<file path="config.mk">
export PLATFORM = sky130hd
export DESIGN_NAME = afu_command_top
export DESIGN_NICKNAME = d
export VERILOG_FILES = /design/src/common/afu_pkg.sv /design/src/command_issue/command_arbiter.sv /design/src/command_issue/credit_tracker.sv /design/src/command_issue/tag_table.sv /design/src/design/afu_command_top.sv /design/src/design/command_queue.sv /design/src/design/response_router.sv
export SDC_FILE = /design/constraint.sdc
export NUM_CORES = 2
export LEC_CHECK = 0
export BUFFER_PORTS_ARGS = -buffer_cell sky130_fd_sc_hd__buf_2
export CORE_AREA = 2 2 588 473
export DETAILED_ROUTE_END_ITERATION = 10
export DIE_AREA = 0 0 590 475
export PLACE_DENSITY_LB_ADDON = 0.15
export SETUP_SLACK_MARGIN = 0.2
export SLEW_MARGIN = 40
export SYNTH_ARGS = -nofsm -noshare
export SYNTH_HDL_FRONTEND = slang
export SYNTH_HIERARCHICAL = 1
export SYNTH_SLANG_ARGS = --single-unit
</file>
<file path="constraint.sdc">
create_clock -name clock -period 23.6 [get_ports clock]
set_input_delay 2.36 -clock clock [delete_from_list [all_inputs] [get_ports clock]]
set_output_delay 2.36 -clock clock [all_outputs]
set_load 0.01 [all_outputs]
</file>
<file path="src/common/afu_pkg.sv">
package afu_pkg;

	//////////////////////////////
	// Link field widths
	//////////////////////////////

	// Command opcode as sent on the link
	typedef logic [12:0] cmd_code_t;

	// Effective address
	typedef logic [63:0] address_t;

	// Command tag on the link
	typedef logic [7:0] tag_t;

	// Credit count, also the credit return field
	typedef logic [7:0] credit_t;

	// Host response code
	typedef logic [7:0] resp_code_t;

	//////////////////////////////
	// Command sources
	//////////////////////////////

	// Lower value wins arbitration
	typedef enum logic [1:0] {
		SOURCE_RESTART = 2'd0,
		SOURCE_WRITE   = 2'd1,
		SOURCE_READ    = 2'd2
	} cmd_source_t;

	localparam int NUM_SOURCES = 3;

	//////////////////////////////
	// Tags and queues
	//////////////////////////////

	// Tags that may be outstanding at once
	localparam int TAG_COUNT = 16;
	localparam int TAG_INDEX_WIDTH = $clog2(TAG_COUNT);

	// Index into the tag table
	typedef logic [TAG_INDEX_WIDTH-1:0] tag_index_t;

	// Success code, anything else is an error
	localparam resp_code_t RESP_DONE = 8'h00;

	// Queue depths per source
	localparam int READ_QUEUE_DEPTH    = 16;
	localparam int WRITE_QUEUE_DEPTH   = 16;
	localparam int RESTART_QUEUE_DEPTH = 2;

	// Queue entry is code and address packed
	localparam int QUEUE_WIDTH = $bits(cmd_code_t) + $bits(address_t);

endpackage

</file>
<file path="src/command_issue/command_arbiter.sv">
`timescale 1ns/1ps

module command_arbiter import afu_pkg::*; (
	input  logic                         clock,
	input  logic                         rst_n,
	input  logic                         enabled,
	input  logic [NUM_SOURCES-1:0]       source_empty,
	input  cmd_code_t [NUM_SOURCES-1:0]  source_code,
	input  address_t [NUM_SOURCES-1:0]   source_address,
	input  logic                         credit_available,
	input  logic                         tag_ready,
	input  tag_t                         free_tag,
	output logic [NUM_SOURCES-1:0]       pop,
	output logic                         issue,
	output cmd_source_t                  issue_source,
	output logic                         command_valid,
	output cmd_code_t                    command_code,
	output address_t                     command_address,
	output tag_t                         command_tag
);

	logic can_issue;

	// Need a credit and a tag before anything goes out
	assign can_issue = enabled && credit_available && tag_ready;

	//////////////////////////////
	// Fixed priority grant
	//////////////////////////////

	always_comb begin
		pop          = '0;
		issue_source = SOURCE_RESTART;
		// Walk down so the lowest index wins
		for (int i = NUM_SOURCES - 1; i >= 0; i--) begin
			if (!source_empty[i]) begin
				pop          = '0;
				pop[i]       = can_issue;
				issue_source = cmd_source_t'(i);
			end
		end
	end

	assign issue = |pop;

	//////////////////////////////
	// Registered command port
	//////////////////////////////

	// One pulse per grant
	always_ff @(posedge clock) begin
		if (!rst_n)
			command_valid <= 1'b0;
		else
			command_valid <= issue;
	end

	// Head of the granted queue plus the tag it was given
	always_ff @(posedge clock) begin
		if (issue) begin
			command_code    <= source_code[issue_source];
			command_address <= source_address[issue_source];
			command_tag     <= free_tag;
		end
	end

endmodule

</file>
<file path="src/command_issue/credit_tracker.sv">
`timescale 1ns/1ps

module credit_tracker import afu_pkg::*; (
	input  logic    clock,
	input  logic    rst_n,
	input  logic    enabled,
	input  credit_t room,
	input  logic    issue,
	input  logic    response_valid,
	input  credit_t response_credits,
	output logic    credit_available
);

	logic    enabled_d;
	logic    enable_rise;
	credit_t credit_count;
	credit_t credit_base;
	credit_t credit_return;
	credit_t credit_next;

	// Link comes up, room gives the starting count
	assign enable_rise = enabled && !enabled_d;

	//////////////////////////////
	// Next count
	//////////////////////////////

	always_comb begin
		credit_base   = enable_rise ? room : credit_count;
		credit_return = response_valid ? response_credits : '0;
		// Issue and return may land on the same edge
		credit_next   = credit_base + credit_return - credit_t'(issue);
	end

	always_ff @(posedge clock) begin
		if (!rst_n) begin
			enabled_d    <= 1'b0;
			credit_count <= '0;
		end else begin
			enabled_d    <= enabled;
			credit_count <= credit_next;
		end
	end

	// Count left from before the link came up is stale until room is loaded
	assign credit_available = (credit_count != '0) && !enable_rise;

endmodule

</file>
<file path="src/command_issue/tag_table.sv">
`timescale 1ns/1ps

module tag_table import afu_pkg::*; (
	input  logic        clock,
	input  logic        rst_n,
	input  logic        issue,
	input  cmd_source_t issue_source,
	input  tag_t        issue_tag,
	input  logic        lookup_valid,
	input  tag_t        lookup_tag,
	output logic        tag_ready,
	output tag_t        free_tag,
	output cmd_source_t owner_source,
	output logic        owner_hit
);

	logic [TAG_COUNT-1:0] in_use;
	cmd_source_t          owner [TAG_COUNT];
	tag_index_t           free_index;
	tag_index_t           issue_index;
	tag_index_t           lookup_index;
	logic                 lookup_in_range;

	assign issue_index  = issue_tag[TAG_INDEX_WIDTH-1:0];
	assign lookup_index = lookup_tag[TAG_INDEX_WIDTH-1:0];

	// Tags above the table never match
	assign lookup_in_range = (lookup_tag < tag_t'(TAG_COUNT));

	//////////////////////////////
	// Free tag search
	//////////////////////////////

	// Lowest free entry
	always_comb begin
		free_index = '0;
		for (int i = TAG_COUNT - 1; i >= 0; i--) begin
			if (!in_use[i])
				free_index = tag_index_t'(i);
		end
	end

	assign tag_ready = !(&in_use);
	assign free_tag  = tag_t'(free_index);

	//////////////////////////////
	// Owner lookup
	//////////////////////////////

	assign owner_source = owner[lookup_index];
	assign owner_hit    = lookup_in_range && in_use[lookup_index];

	//////////////////////////////
	// Entry state
	//////////////////////////////

	always_ff @(posedge clock) begin
		if (!rst_n) begin
			in_use <= '0;
		end else begin
			// Response releases its tag
			if (lookup_valid && lookup_in_range)
				in_use[lookup_index] <= 1'b0;
			// New command claims one, last so it wins on a clash
			if (issue)
				in_use[issue_index] <= 1'b1;
		end
	end

	// Owning source per tag
	always_ff @(posedge clock) begin
		if (issue)
			owner[issue_index] <= issue_source;
	end

endmodule

</file>
<file path="src/design/afu_command_top.sv">
`timescale 1ns/1ps

module afu_command_top import afu_pkg::*; (
	input  logic       clock,
	input  logic       rst_n,
	input  logic       enabled,
	input  credit_t    room,
	// Restart source
	input  logic       restart_push,
	input  cmd_code_t  restart_code,
	input  address_t   restart_address,
	output logic       restart_full,
	// Write source
	input  logic       write_push,
	input  cmd_code_t  write_code,
	input  address_t   write_address,
	output logic       write_full,
	// Read source
	input  logic       read_push,
	input  cmd_code_t  read_code,
	input  address_t   read_address,
	output logic       read_full,
	// Link command port
	output logic       command_valid,
	output cmd_code_t  command_code,
	output address_t   command_address,
	output tag_t       command_tag,
	// Host response port
	input  logic       response_valid,
	input  tag_t       response_tag,
	input  resp_code_t response_code,
	input  credit_t    response_credits,
	// Routed responses
	output logic       restart_response_valid,
	output tag_t       restart_response_tag,
	output resp_code_t restart_response_code,
	output logic       restart_response_error,
	output logic       write_response_valid,
	output tag_t       write_response_tag,
	output resp_code_t write_response_code,
	output logic       write_response_error,
	output logic       read_response_valid,
	output tag_t       read_response_tag,
	output resp_code_t read_response_code,
	output logic       read_response_error,
	output logic       tag_error
);

	logic [QUEUE_WIDTH-1:0]       restart_head;
	logic [QUEUE_WIDTH-1:0]       write_head;
	logic [QUEUE_WIDTH-1:0]       read_head;
	logic [NUM_SOURCES-1:0]       queue_empty;
	logic [NUM_SOURCES-1:0]       queue_pop;
	cmd_code_t [NUM_SOURCES-1:0]  head_code;
	address_t [NUM_SOURCES-1:0]   head_address;
	logic                         credit_available;
	logic                         tag_ready;
	tag_t                         free_tag;
	logic                         issue;
	cmd_source_t                  issue_source;
	logic                         lookup_valid;
	tag_t                         lookup_tag;
	cmd_source_t                  owner_source;
	logic                         owner_hit;
	logic [NUM_SOURCES-1:0]       routed_valid;
	tag_t [NUM_SOURCES-1:0]       routed_tag;
	resp_code_t [NUM_SOURCES-1:0] routed_code;
	logic [NUM_SOURCES-1:0]       routed_error;

	//////////////////////////////
	// Command queues
	//////////////////////////////

	command_queue #(.DEPTH(RESTART_QUEUE_DEPTH), .WIDTH(QUEUE_WIDTH)) restart_queue (
		.clock    (clock),
		.rst_n    (rst_n),
		.push     (restart_push),
		.data_in  ({restart_code, restart_address}),
		.pop      (queue_pop[SOURCE_RESTART]),
		.data_out (restart_head),
		.empty    (queue_empty[SOURCE_RESTART]),
		.full     (restart_full)
	);

	command_queue #(.DEPTH(WRITE_QUEUE_DEPTH), .WIDTH(QUEUE_WIDTH)) write_queue (
		.clock    (clock),
		.rst_n    (rst_n),
		.push     (write_push),
		.data_in  ({write_code, write_address}),
		.pop      (queue_pop[SOURCE_WRITE]),
		.data_out (write_head),
		.empty    (queue_empty[SOURCE_WRITE]),
		.full     (write_full)
	);

	command_queue #(.DEPTH(READ_QUEUE_DEPTH), .WIDTH(QUEUE_WIDTH)) read_queue (
		.clock    (clock),
		.rst_n    (rst_n),
		.push     (read_push),
		.data_in  ({read_code, read_address}),
		.pop      (queue_pop[SOURCE_READ]),
		.data_out (read_head),
		.empty    (queue_empty[SOURCE_READ]),
		.full     (read_full)
	);

	// Unpack heads by source
	assign {head_code[SOURCE_RESTART], head_address[SOURCE_RESTART]} = restart_head;
	assign {head_code[SOURCE_WRITE], head_address[SOURCE_WRITE]}     = write_head;
	assign {head_code[SOURCE_READ], head_address[SOURCE_READ]}       = read_head;

	//////////////////////////////
	// Issue path
	//////////////////////////////

	command_arbiter arbiter (
		.clock            (clock),
		.rst_n            (rst_n),
		.enabled          (enabled),
		.source_empty     (queue_empty),
		.source_code      (head_code),
		.source_address   (head_address),
		.credit_available (credit_available),
		.tag_ready        (tag_ready),
		.free_tag         (free_tag),
		.pop              (queue_pop),
		.issue            (issue),
		.issue_source     (issue_source),
		.command_valid    (command_valid),
		.command_code     (command_code),
		.command_address  (command_address),
		.command_tag      (command_tag)
	);

	// Credits come back with the raw host response
	credit_tracker credits (
		.clock            (clock),
		.rst_n            (rst_n),
		.enabled          (enabled),
		.room             (room),
		.issue            (issue),
		.response_valid   (response_valid),
		.response_credits (response_credits),
		.credit_available (credit_available)
	);

	tag_table tags (
		.clock        (clock),
		.rst_n        (rst_n),
		.issue        (issue),
		.issue_source (issue_source),
		.issue_tag    (free_tag),
		.lookup_valid (lookup_valid),
		.lookup_tag   (lookup_tag),
		.tag_ready    (tag_ready),
		.free_tag     (free_tag),
		.owner_source (owner_source),
		.owner_hit    (owner_hit)
	);

	//////////////////////////////
	// Response path
	//////////////////////////////

	response_router router (
		.clock          (clock),
		.rst_n          (rst_n),
		.response_valid (response_valid),
		.response_tag   (response_tag),
		.response_code  (response_code),
		.lookup_valid   (lookup_valid),
		.lookup_tag     (lookup_tag),
		.owner_source   (owner_source),
		.owner_hit      (owner_hit),
		.source_valid   (routed_valid),
		.source_tag     (routed_tag),
		.source_code    (routed_code),
		.source_error   (routed_error),
		.tag_error      (tag_error)
	);

	// Fan out to named source ports
	assign restart_response_valid = routed_valid[SOURCE_RESTART];
	assign restart_response_tag   = routed_tag[SOURCE_RESTART];
	assign restart_response_code  = routed_code[SOURCE_RESTART];
	assign restart_response_error = routed_error[SOURCE_RESTART];
	assign write_response_valid   = routed_valid[SOURCE_WRITE];
	assign write_response_tag     = routed_tag[SOURCE_WRITE];
	assign write_response_code    = routed_code[SOURCE_WRITE];
	assign write_response_error   = routed_error[SOURCE_WRITE];
	assign read_response_valid    = routed_valid[SOURCE_READ];
	assign read_response_tag      = routed_tag[SOURCE_READ];
	assign read_response_code     = routed_code[SOURCE_READ];
	assign read_response_error    = routed_error[SOURCE_READ];

endmodule

</file>
<file path="src/design/command_queue.sv">
`timescale 1ns/1ps

module command_queue #(
	parameter int DEPTH = 4,
	parameter int WIDTH = 8
) (
	input  logic             clock,
	input  logic             rst_n,
	input  logic             push,
	input  logic [WIDTH-1:0] data_in,
	input  logic             pop,
	output logic [WIDTH-1:0] data_out,
	output logic             empty,
	output logic             full
);

	// Pointer is at least one bit wide
	localparam int PTR_WIDTH   = (DEPTH > 1) ? $clog2(DEPTH) : 1;
	localparam int COUNT_WIDTH = $clog2(DEPTH + 1);

	logic [WIDTH-1:0]       entries [DEPTH];
	logic [PTR_WIDTH-1:0]   write_ptr;
	logic [PTR_WIDTH-1:0]   read_ptr;
	logic [COUNT_WIDTH-1:0] count;
	logic                   do_push;
	logic                   do_pop;

	// Push into a full queue or pop from an empty one is dropped
	assign do_push = push && !full;
	assign do_pop  = pop && !empty;

	assign empty    = (count == '0);
	assign full     = (count == COUNT_WIDTH'(DEPTH));
	assign data_out = entries[read_ptr];

	//////////////////////////////
	// Pointers and occupancy
	//////////////////////////////

	always_ff @(posedge clock) begin
		if (!rst_n) begin
			write_ptr <= '0;
			read_ptr  <= '0;
			count     <= '0;
		end else begin
			if (do_push) begin
				// Wrap explicitly, depth need not be a power of two
				if (write_ptr == PTR_WIDTH'(DEPTH - 1))
					write_ptr <= '0;
				else
					write_ptr <= write_ptr + 1'b1;
			end
			if (do_pop) begin
				if (read_ptr == PTR_WIDTH'(DEPTH - 1))
					read_ptr <= '0;
				else
					read_ptr <= read_ptr + 1'b1;
			end
			// Both at once leaves count unchanged
			if (do_push && !do_pop)
				count <= count + 1'b1;
			else if (do_pop && !do_push)
				count <= count - 1'b1;
		end
	end

	// Storage
	always_ff @(posedge clock) begin
		if (do_push)
			entries[write_ptr] <= data_in;
	end

endmodule

</file>
<file path="src/design/response_router.sv">
`timescale 1ns/1ps

module response_router import afu_pkg::*; (
	input  logic                         clock,
	input  logic                         rst_n,
	input  logic                         response_valid,
	input  tag_t                         response_tag,
	input  resp_code_t                   response_code,
	output logic                         lookup_valid,
	output tag_t                         lookup_tag,
	input  cmd_source_t                  owner_source,
	input  logic                         owner_hit,
	output logic [NUM_SOURCES-1:0]       source_valid,
	output tag_t [NUM_SOURCES-1:0]       source_tag,
	output resp_code_t [NUM_SOURCES-1:0] source_code,
	output logic [NUM_SOURCES-1:0]       source_error,
	output logic                         tag_error
);

	logic       latched_valid;
	tag_t       latched_tag;
	resp_code_t latched_code;
	logic [NUM_SOURCES-1:0] route;

	//////////////////////////////
	// Latch stage
	//////////////////////////////

	always_ff @(posedge clock) begin
		if (!rst_n)
			latched_valid <= 1'b0;
		else
			latched_valid <= response_valid;
	end

	always_ff @(posedge clock) begin
		latched_tag  <= response_tag;
		latched_code <= response_code;
	end

	// Tag table sees the latched tag
	assign lookup_valid = latched_valid;
	assign lookup_tag   = latched_tag;

	//////////////////////////////
	// Routing stage
	//////////////////////////////

	// One hot, empty when the tag was not in use
	always_comb begin
		for (int s = 0; s < NUM_SOURCES; s++)
			route[s] = latched_valid && owner_hit && (owner_source == cmd_source_t'(s));
	end

	always_ff @(posedge clock) begin
		if (!rst_n) begin
			source_valid <= '0;
			source_error <= '0;
			tag_error    <= 1'b0;
		end else begin
			source_valid <= route;
			// Sticky flags
			for (int s = 0; s < NUM_SOURCES; s++) begin
				if (route[s] && latched_code != RESP_DONE)
					source_error[s] <= 1'b1;
			end
			// Unknown tag, response dropped
			if (latched_valid && !owner_hit)
				tag_error <= 1'b1;
		end
	end

	// Payload kept per source
	always_ff @(posedge clock) begin
		for (int s = 0; s < NUM_SOURCES; s++) begin
			if (route[s]) begin
				source_tag[s]  <= latched_tag;
				source_code[s] <= latched_code;
			end
		end
	end

endmodule

</file>
==> Yosys cells after proc, flatten, opt, wreduce, memory -nomap -nowiden <==
Memories as Yosys holds them, arrays and structs flattened. A register that Yosys moved wholly into a read port is not among the register bits.
Index checks and enable logic that the tools add are counted.
{ "totals": {"register_bits": 209, "latchBits": 0, "ramBits": 2650, "rom_bits": 0, "inputBits": 270, "out_inout_bits": 144, "wordCells": 184, "n_memories": 4} }
{ "classes": {"n_addsub": 14, "multipliers": 0, "div_mod_pow": 0, "n_lt_le_gt_ge": 6, "eq_ne": 9, "shift": 0, "n_mux": 63, "n_bitwise": 3, "reduce_logical": 55} }
{ "memory_table": {"columns": ["memory", "depth", "word_bits", "read_ports", "rd_ports_with_merged_regs", "wr", "line", "source"], "rows": [
  ["read_queue.entries", 16, 77, 1, 1, 1, "command_queue.sv:21", "logic [WIDTH-1:0] entries [DEPTH];"],
  ["write_queue.entries", 16, 77, 1, 1, 1, "command_queue.sv:21", null],
  ["restart_queue.entries", 2, 77, 1, 1, 1, "command_queue.sv:21", null],
  ["tags.owner", 16, 2, 1, 1, 1, "tag_table.sv:18", "cmd_source_t owner [TAG_COUNT];"]
]} }
{ "ops": {"columns": ["cell", "n"], "rows": [
  ["$bmux W64 S2", 1],
  ["$mux W4", 24],
  ["$mux W64", 1],
  ["$mux W16", 3],
  ["$logic_and A1 B1 Y1", 28],
  ["$bmux W13 S2", 1],
  ["$mux W5", 4],
  ["$add A4 B1 Y4 const B", 4],
  ["$and A16 B16 Y16", 1],
  ["$eq A4 B4 Y1 const B", 4],
  ["$logic_not A1 Y1", 16],
  ["$mux W8", 2],
  ["$not A16 Y16", 1],
  ["$or A16 B16 Y16", 1],
  ["$reduce_and A16 Y1", 1],
  ["$reduce_bool A8 Y1", 2],
  ["$mux W1", 15],
  ["$mux W13", 1],
  ["$add A5 B1 Y5 const B", 2],
  ["$eq A5 B5 Y1 const B", 2],
  ["$logic_not A5 Y1", 2],
  ["$lt A4 B5 Y1 const B", 2],
  ["$mux W2", 5],
  ["$sub A5 B1 Y5 const B", 2],
  ["other kinds (16)", 25]
]} }

==> Logic depth before layout (Yosys ltp) <==
{ "logic_depth": {"word_depth": 22, "mapped_depth": 17, "ltp_nobuf": 15} }

==> By module <==
Netlist, hierarchy kept.
{ "by_module_without_submodules": {"columns": ["mod", "instances", "cells_per_inst", "area_per_inst_um2", "seq_area_each_um2"], "rows": [
  ["command_queue at read_queue", 1, 1996, 46868.7, 37335.8],
  ["command_queue at write_queue", 1, 1996, 46864.9, 37335.8],
  ["command_queue at restart_queue", 1, 265, 5908.2, 4724.5],
  ["command_arbiter", 1, 442, 4476.8, 2572.5],
  ["tag_table", 1, 190, 2348.5, 1281.2],
  ["response_router", 1, 94, 2060.7, 1921.8],
  ["credit_tracker", 1, 99, 852.1, 180.2]
]} }

==> Worst setup path after synthesis <==
No wires, ideal clock.
{ "synth_path": {"kind": "input port to flip-flop", "startpoint": "input port enabled", "endpoint": "register credits.credit_count[6]", "setup_time_ps": 124, "arrival_ps": 9408, "required_time_ps": 23476, "slack_ps": 14069, "stages": 15, "n_path_buf": 1, "cell_sequence": "nor2b_4 buf_12 a21oi_1 nand3_1 a21oi_1 ha_1 inv_1 ha_1 inv_1 fa_1 nor2b_1 o21ai_0 a21boi_0 mux2i_1 nand3_1"} }
{ "synth_via": {"elab_chain_cells": 10, "word_cells_on_any_way": 12, "cone_classes": "2 x add/sub; 4 x mux; 6 x reduce/logical"} }
{ "synth_rtl": {"columns": ["element", "line", "source"], "rows": [
  ["start, declared", "afu_command_top.sv:6", "input logic enabled,"],
  ["$logic_and A1 B1 Y1 *", "credit_tracker.sv:22", "assign enable_rise = enabled && !enabled_d;"],
  ["$logic_not A1 Y1 *", "credit_tracker.sv:46", "assign credit_available = (credit_count != '0) && !enable_rise;"],
  ["$logic_and A1 B1 Y1 *", "credit_tracker.sv:46", null],
  ["net credit_available", "afu_command_top.sv:56", "logic credit_available;"],
  ["$logic_and A1 B1 Y1 * (2 in a row)", "command_arbiter.sv:25", "assign can_issue = enabled && credit_available && tag_ready;"],
  ["$mux W3 (2 in a row)", "command_arbiter.sv:36", "if (!source_empty[i]) begin"],
  ["$mux W3 *", "command_arbiter.sv:36", null],
  ["$reduce_or A3 Y1 *", "command_arbiter.sv:44", "assign issue = |pop;"],
  ["net issue", "afu_command_top.sv:59", "logic issue;"],
  ["$sub A8 B1 Y8 *", "credit_tracker.sv:32", "credit_next = credit_base + credit_return - credit_t'(issue);"],
  ["end signal, assigned", "credit_tracker.sv:41", "credit_count <= credit_next;"],
  ["end, declared", "credit_tracker.sv:16", "credit_t credit_count;"]
]} }
The timed path passes the listed nets; every way through them passes the cells marked *.
A chain may end at the register's enable or synchronous reset.

==> reports/summary.md <==
## Floorplan
• **Starting Density** 0.3993
• **floorplan die area** 0.2803 mm²
• **die height** 475 µm
• **number of rows created at floorplan** 172
• **top-level port count** 414
• **die extent in x** 590 µm
• **core footprint** 0.2740 mm²

## STA
• **Fmax achieved** 195.8 MHz
• **final cycle utilization of the critical path** 0.2164
• **number of pins exceeding their max-slew limit in the final report** 0
• **PnR worst setup slack** 18.49 ns
• **Clock Skews** 0.05489 ns
• **final setup violation count** 0
• **Slew headroom** 0.4118
• **Worst Tran Pin Value** 0.8824 ns
• **post-route setup TNS** 0 ns
• **fin crit period** 5.108 ns
• **Final Hold Violating Endpoints** 0
• **unrepaired setup endpoints after global routing** false

## Hold path
• **Min-Delay Endpoint** router/source_error[1]
• **hold depth** 2
• **path category of the worst min-delay check** reg -> reg
• **worst hold start** router/source_error[1]

## Synthesis
• **prevailing post-synth register cell** sky130_fd_sc_hd__edfxtp_1
• **post-synthesis average cell area** 21.52 µm²
• **biggest area contributors in the synthesized netlist** sky130_fd_sc_hd__edfxtp_1 76%, sky130_fd_sc_hd__mux4_2 13%, sky130_fd_sc_hd__a22oi_1 2.1%, sky130_fd_sc_hd__dfxtp_1 1.6%, sky130_fd_sc_hd__a222oi_1 0.70%
• **mux contribution to synthesized area** 0.1402
• **part of the Yosys area used for sequential elements** 0.7803
• **synth cell count leaders** 2783 x sky130_fd_sc_hd__edfxtp_1, 623 x sky130_fd_sc_hd__mux4_2, 309 x sky130_fd_sc_hd__a22oi_1
• **largest area contributor in the synthesized netlist** sky130_fd_sc_hd__edfxtp_1
• **post-synthesis register bit count** 2872
• **most numerous cell in the Yosys netlist** sky130_fd_sc_hd__edfxtp_1
• **netlist area before placement** 0.1094 mm²
• **synthesized-area fraction occupied by ao, oa, aoi and oai cells** 0.03580
• **main combinational cell family by area after synthesis** multiplexers
• **total number of yosys warnings** 6
• **number of flops mapped to enable cells by yosys** 2783
• **share of synthesized cell area in full adder, half adder and majority cells** 0.004553
• **count of mapped cells out of synthesis** 5082
• **fraction of post-synthesis cell area in the top cell type by area** 0.7640
• **simple logic cell fraction of the synthesized area** 0.01906
• **Synth cell types** 74
• **share of async-settable or async-resettable flops after synthesis** 0
• **post-synthesis xor/xnor area fraction** 0.001361

## Placement
• **Final HPWL DP** 169.8 mm
• **number of port buffers** 413
• **placement-stage worst setup slack** 18.11 ns
• **GPL Wtd Cong** 0.7987

## CTS
• **Clock Path Buffers** 4
• **number of post-CTS setup repair buffers** 0
• **clock root buffer master** sky130_fd_sc_hd__clkbuf_16
• **number of gates given a new drive strength after cts** 0
• **cts hold-fix bufs** 0
• **source-to-sink clock delay at the later pin of the worst-skew pair** 0.86 ns
• **Sink Count** 2872
• **CTS tree** built
• **deepest level of the CTS H-tree** 5
• **number of buffers created by CTS** 297
• **clock transition at the registers of the reported paths** 0.06 ns

## Routing
• **routed length per instance** 30.22 µm
• **DRC violation count after routing** 0
• **total number of vias** 53.60k
• **1st-iter DRT viols** 5000
• **iteration count of the initial detailed-routing pass** 6
• **Detailed Route WL** 288.2 mm
• **number of nets with antenna violations after detailed routing** 0
• **via density per instance** 5.619

## Finish
• **FILL cells** 22.96k
• **area occupied by multi-input gates** 0.02232 mm²
• **storage element area** 0.08537 mm²
• **Layout Utilization** 0.4584
• **share of final-layout standard cells stronger than drive strength 1** 0.2913
• **number of nets in the layout** 5958
• **synthesis-to-layout area growth** 14.81%

## Worst setup path
• **cell with the biggest individual delay on the critical path** sky130_fd_sc_hd__buf_4
• **peak fanout along the critical path** 111
• **Crit path buffers/inverters** 5
• **number of cells on the worst reg-to-reg path** 10
• **critical path arrival** 5.66 ns
• **Startpoint Class** flop
• **kind of cell with the highest combined delay on the critical path** buffers and inverters
• **startpoint-to-endpoint class of the critical path** reg -> reg
• **Top cell by count, worst path** sky130_fd_sc_hd__buf_4
• **CP cell instances** buf_12 -> buf_4 -> buf_4 -> buf_4 -> buf_4 -> mux4_2 -> a22oi_1 -> nand2_1 -> nor2_1 -> a222oi_1
• **delay of the slowest cell on the worst path** 0.75 ns
• **R2R Setup Slk** 18.49 ns
• **Req. time, crit path** 24.16 ns
• **terminus of the critical flop-to-flop path** arbiter/command_address[61]
• **CP endpoint kind** flop

## Global routing
• **total global routing track utilization** 0.2037
• **vias in the first global route** 54.00k
• **antenna violations before repair** 92
• **largest net degree at the start of global routing** 112
• **grt total ovfl** 0
• **global-route wire length before repair** 407.9 mm

## Power
• **ratio of total power to cell area** 99.64 mW/mm²
• **leakage component of the power** 40.14 nW
• **clock share of power** 0.360
• **Combinational Power Share** 0.156
• **internal power consumption** 9.235 mW
• **sw power** 3.278 mW
• **proportion of power drawn by flip-flops and latches** 0.483
• **worst vdd ir** 0.0001197 V
• **proportion of total power due to net switching** 0.2620

## Outcome
• **run status** finished clean

## Run
• **MaxCap Viol Count** 0

placed cells by master, fill, tap and decap left out, types with 28 or more instances in the layout:
cell                           n
sky130_fd_sc_hd__edfxtp_1   2783
sky130_fd_sc_hd__mux4_2      623
sky130_fd_sc_hd__buf_2       414
sky130_fd_sc_hd__a22oi_1     309
sky130_fd_sc_hd__clkbuf_16   306
sky130_fd_sc_hd__nand2_1     205
sky130_fd_sc_hd__inv_1       191
sky130_fd_sc_hd__nor2_1      102
sky130_fd_sc_hd__dfxtp_1      82
sky130_fd_sc_hd__buf_4        79
sky130_fd_sc_hd__clkbuf_1     78
sky130_fd_sc_hd__a222oi_1     77
sky130_fd_sc_hd__clkinv_1     54
sky130_fd_sc_hd__mux2_2       49
sky130_fd_sc_hd__clkinv_2     37
sky130_fd_sc_hd__buf_6        35
sky130_fd_sc_hd__ha_1         35
sky130_fd_sc_hd__mux2_4       30
sky130_fd_sc_hd__nor2_4       28
worst max path at each step:
stage,end,cells after the start,startpoint
after floorplan,credits/credit_count[6],15,enabled
after global placement,arbiter/command_address[59],9,flop
after detailed placement,read_queue/count[4],13,enabled
after CTS,arbiter/command_address[61],10,flop
after global routing,arbiter/command_code[2],11,flop
final,arbiter/command_address[61],10,flop
worst reg2reg max path: stages (launching register included):
cell                       delay, ns
sky130_fd_sc_hd__dfxtp_4        0.35
sky130_fd_sc_hd__buf_12         0.48
sky130_fd_sc_hd__buf_4          0.82
sky130_fd_sc_hd__buf_4          0.74
sky130_fd_sc_hd__buf_4          0.60
sky130_fd_sc_hd__buf_4          0.73
sky130_fd_sc_hd__mux4_2         0.42
sky130_fd_sc_hd__a22oi_1        0.32
sky130_fd_sc_hd__nand2_1        0.19
sky130_fd_sc_hd__nor2_1         0.12
sky130_fd_sc_hd__a222oi_1       0.10
registers in the layout (all words and copies together), names as in the netlist, 8 cells and up, named ones only:
name and cells:
read_queue/entries 1232, write_queue/entries 1232, restart_queue/entries 154, arbiter/command_address 64, tags/owner 32, router/source_code 24, router/source_tag 24, tags/in_use 16
arbiter/command_code 13, arbiter/command_tag 8, credits/credit_count 8, router/latched_code 8, router/lookup_tag 8
per-stage QoR:
stage / hold WS, ns / total power, mW / instances / cell area, µm²
after floorplan: 0.4375 / 7.312 / 5085 / 109400
after global placement: 0.4554 / 8.109 / 8993 / 116000
after detailed placement: 0.4510 / 8.151 / 9002 / 116300
after CTS: 0.4649 / 12.67 / 9518 / 125500
after global routing: 0.4836 / 12.98 / 9525 / 125500
final: 0.4580 / 12.51 / 9539 / 125600
logic make-up (layout without fill, tap and decap cells):
group                    Yosys count  after routing
multiplexers                     727            727
AO/OA/AOI/OAI                    496            496
other                              1             22
AND/OR/NAND/NOR                  461            461
buffers and inverters            470           1252
adder cells (fa/ha/maj)           38             38
flip-flops                      2872           2872
XOR/XNOR                          17             17
cell type report:
class                           instances  area share
Timing Repair Buffer                  544     0.02703
Tap cell                             3654     0.03641
Clock inverter                        128    0.009196
Multi-Input combinational cell       1743      0.1777
Clock buffer                          388     0.06374
Antenna cell                           18   0.0003587
Inverter                              192    0.005739
Sequential cell                      2872      0.6798
power by group through the flow:
stage / logic, mW / clock network [mW] / registers (mW)
floorplan: 1.18 / 0 / 6.14
global placement: 1.94 / 0 / 6.17
detailed placement: 1.99 / 0 / 6.16
CTS: 2.00 / 4.62 / 6.05
global route: 2.10 / 4.81 / 6.07
finish: 1.95 / 4.51 / 6.05
routing by layer:
layer / wire [µm] / track usage / share of wire
met1: 128000 / 0.2971 / 0.44
met2: 129600 / 0.3074 / 0.45
met3: 21220 / 0.04428 / 0.074
met4: 9021 / 0.06094 / 0.031
met5: 318 / 0 / 0.0011
Power figures use the tool's default switching activity.
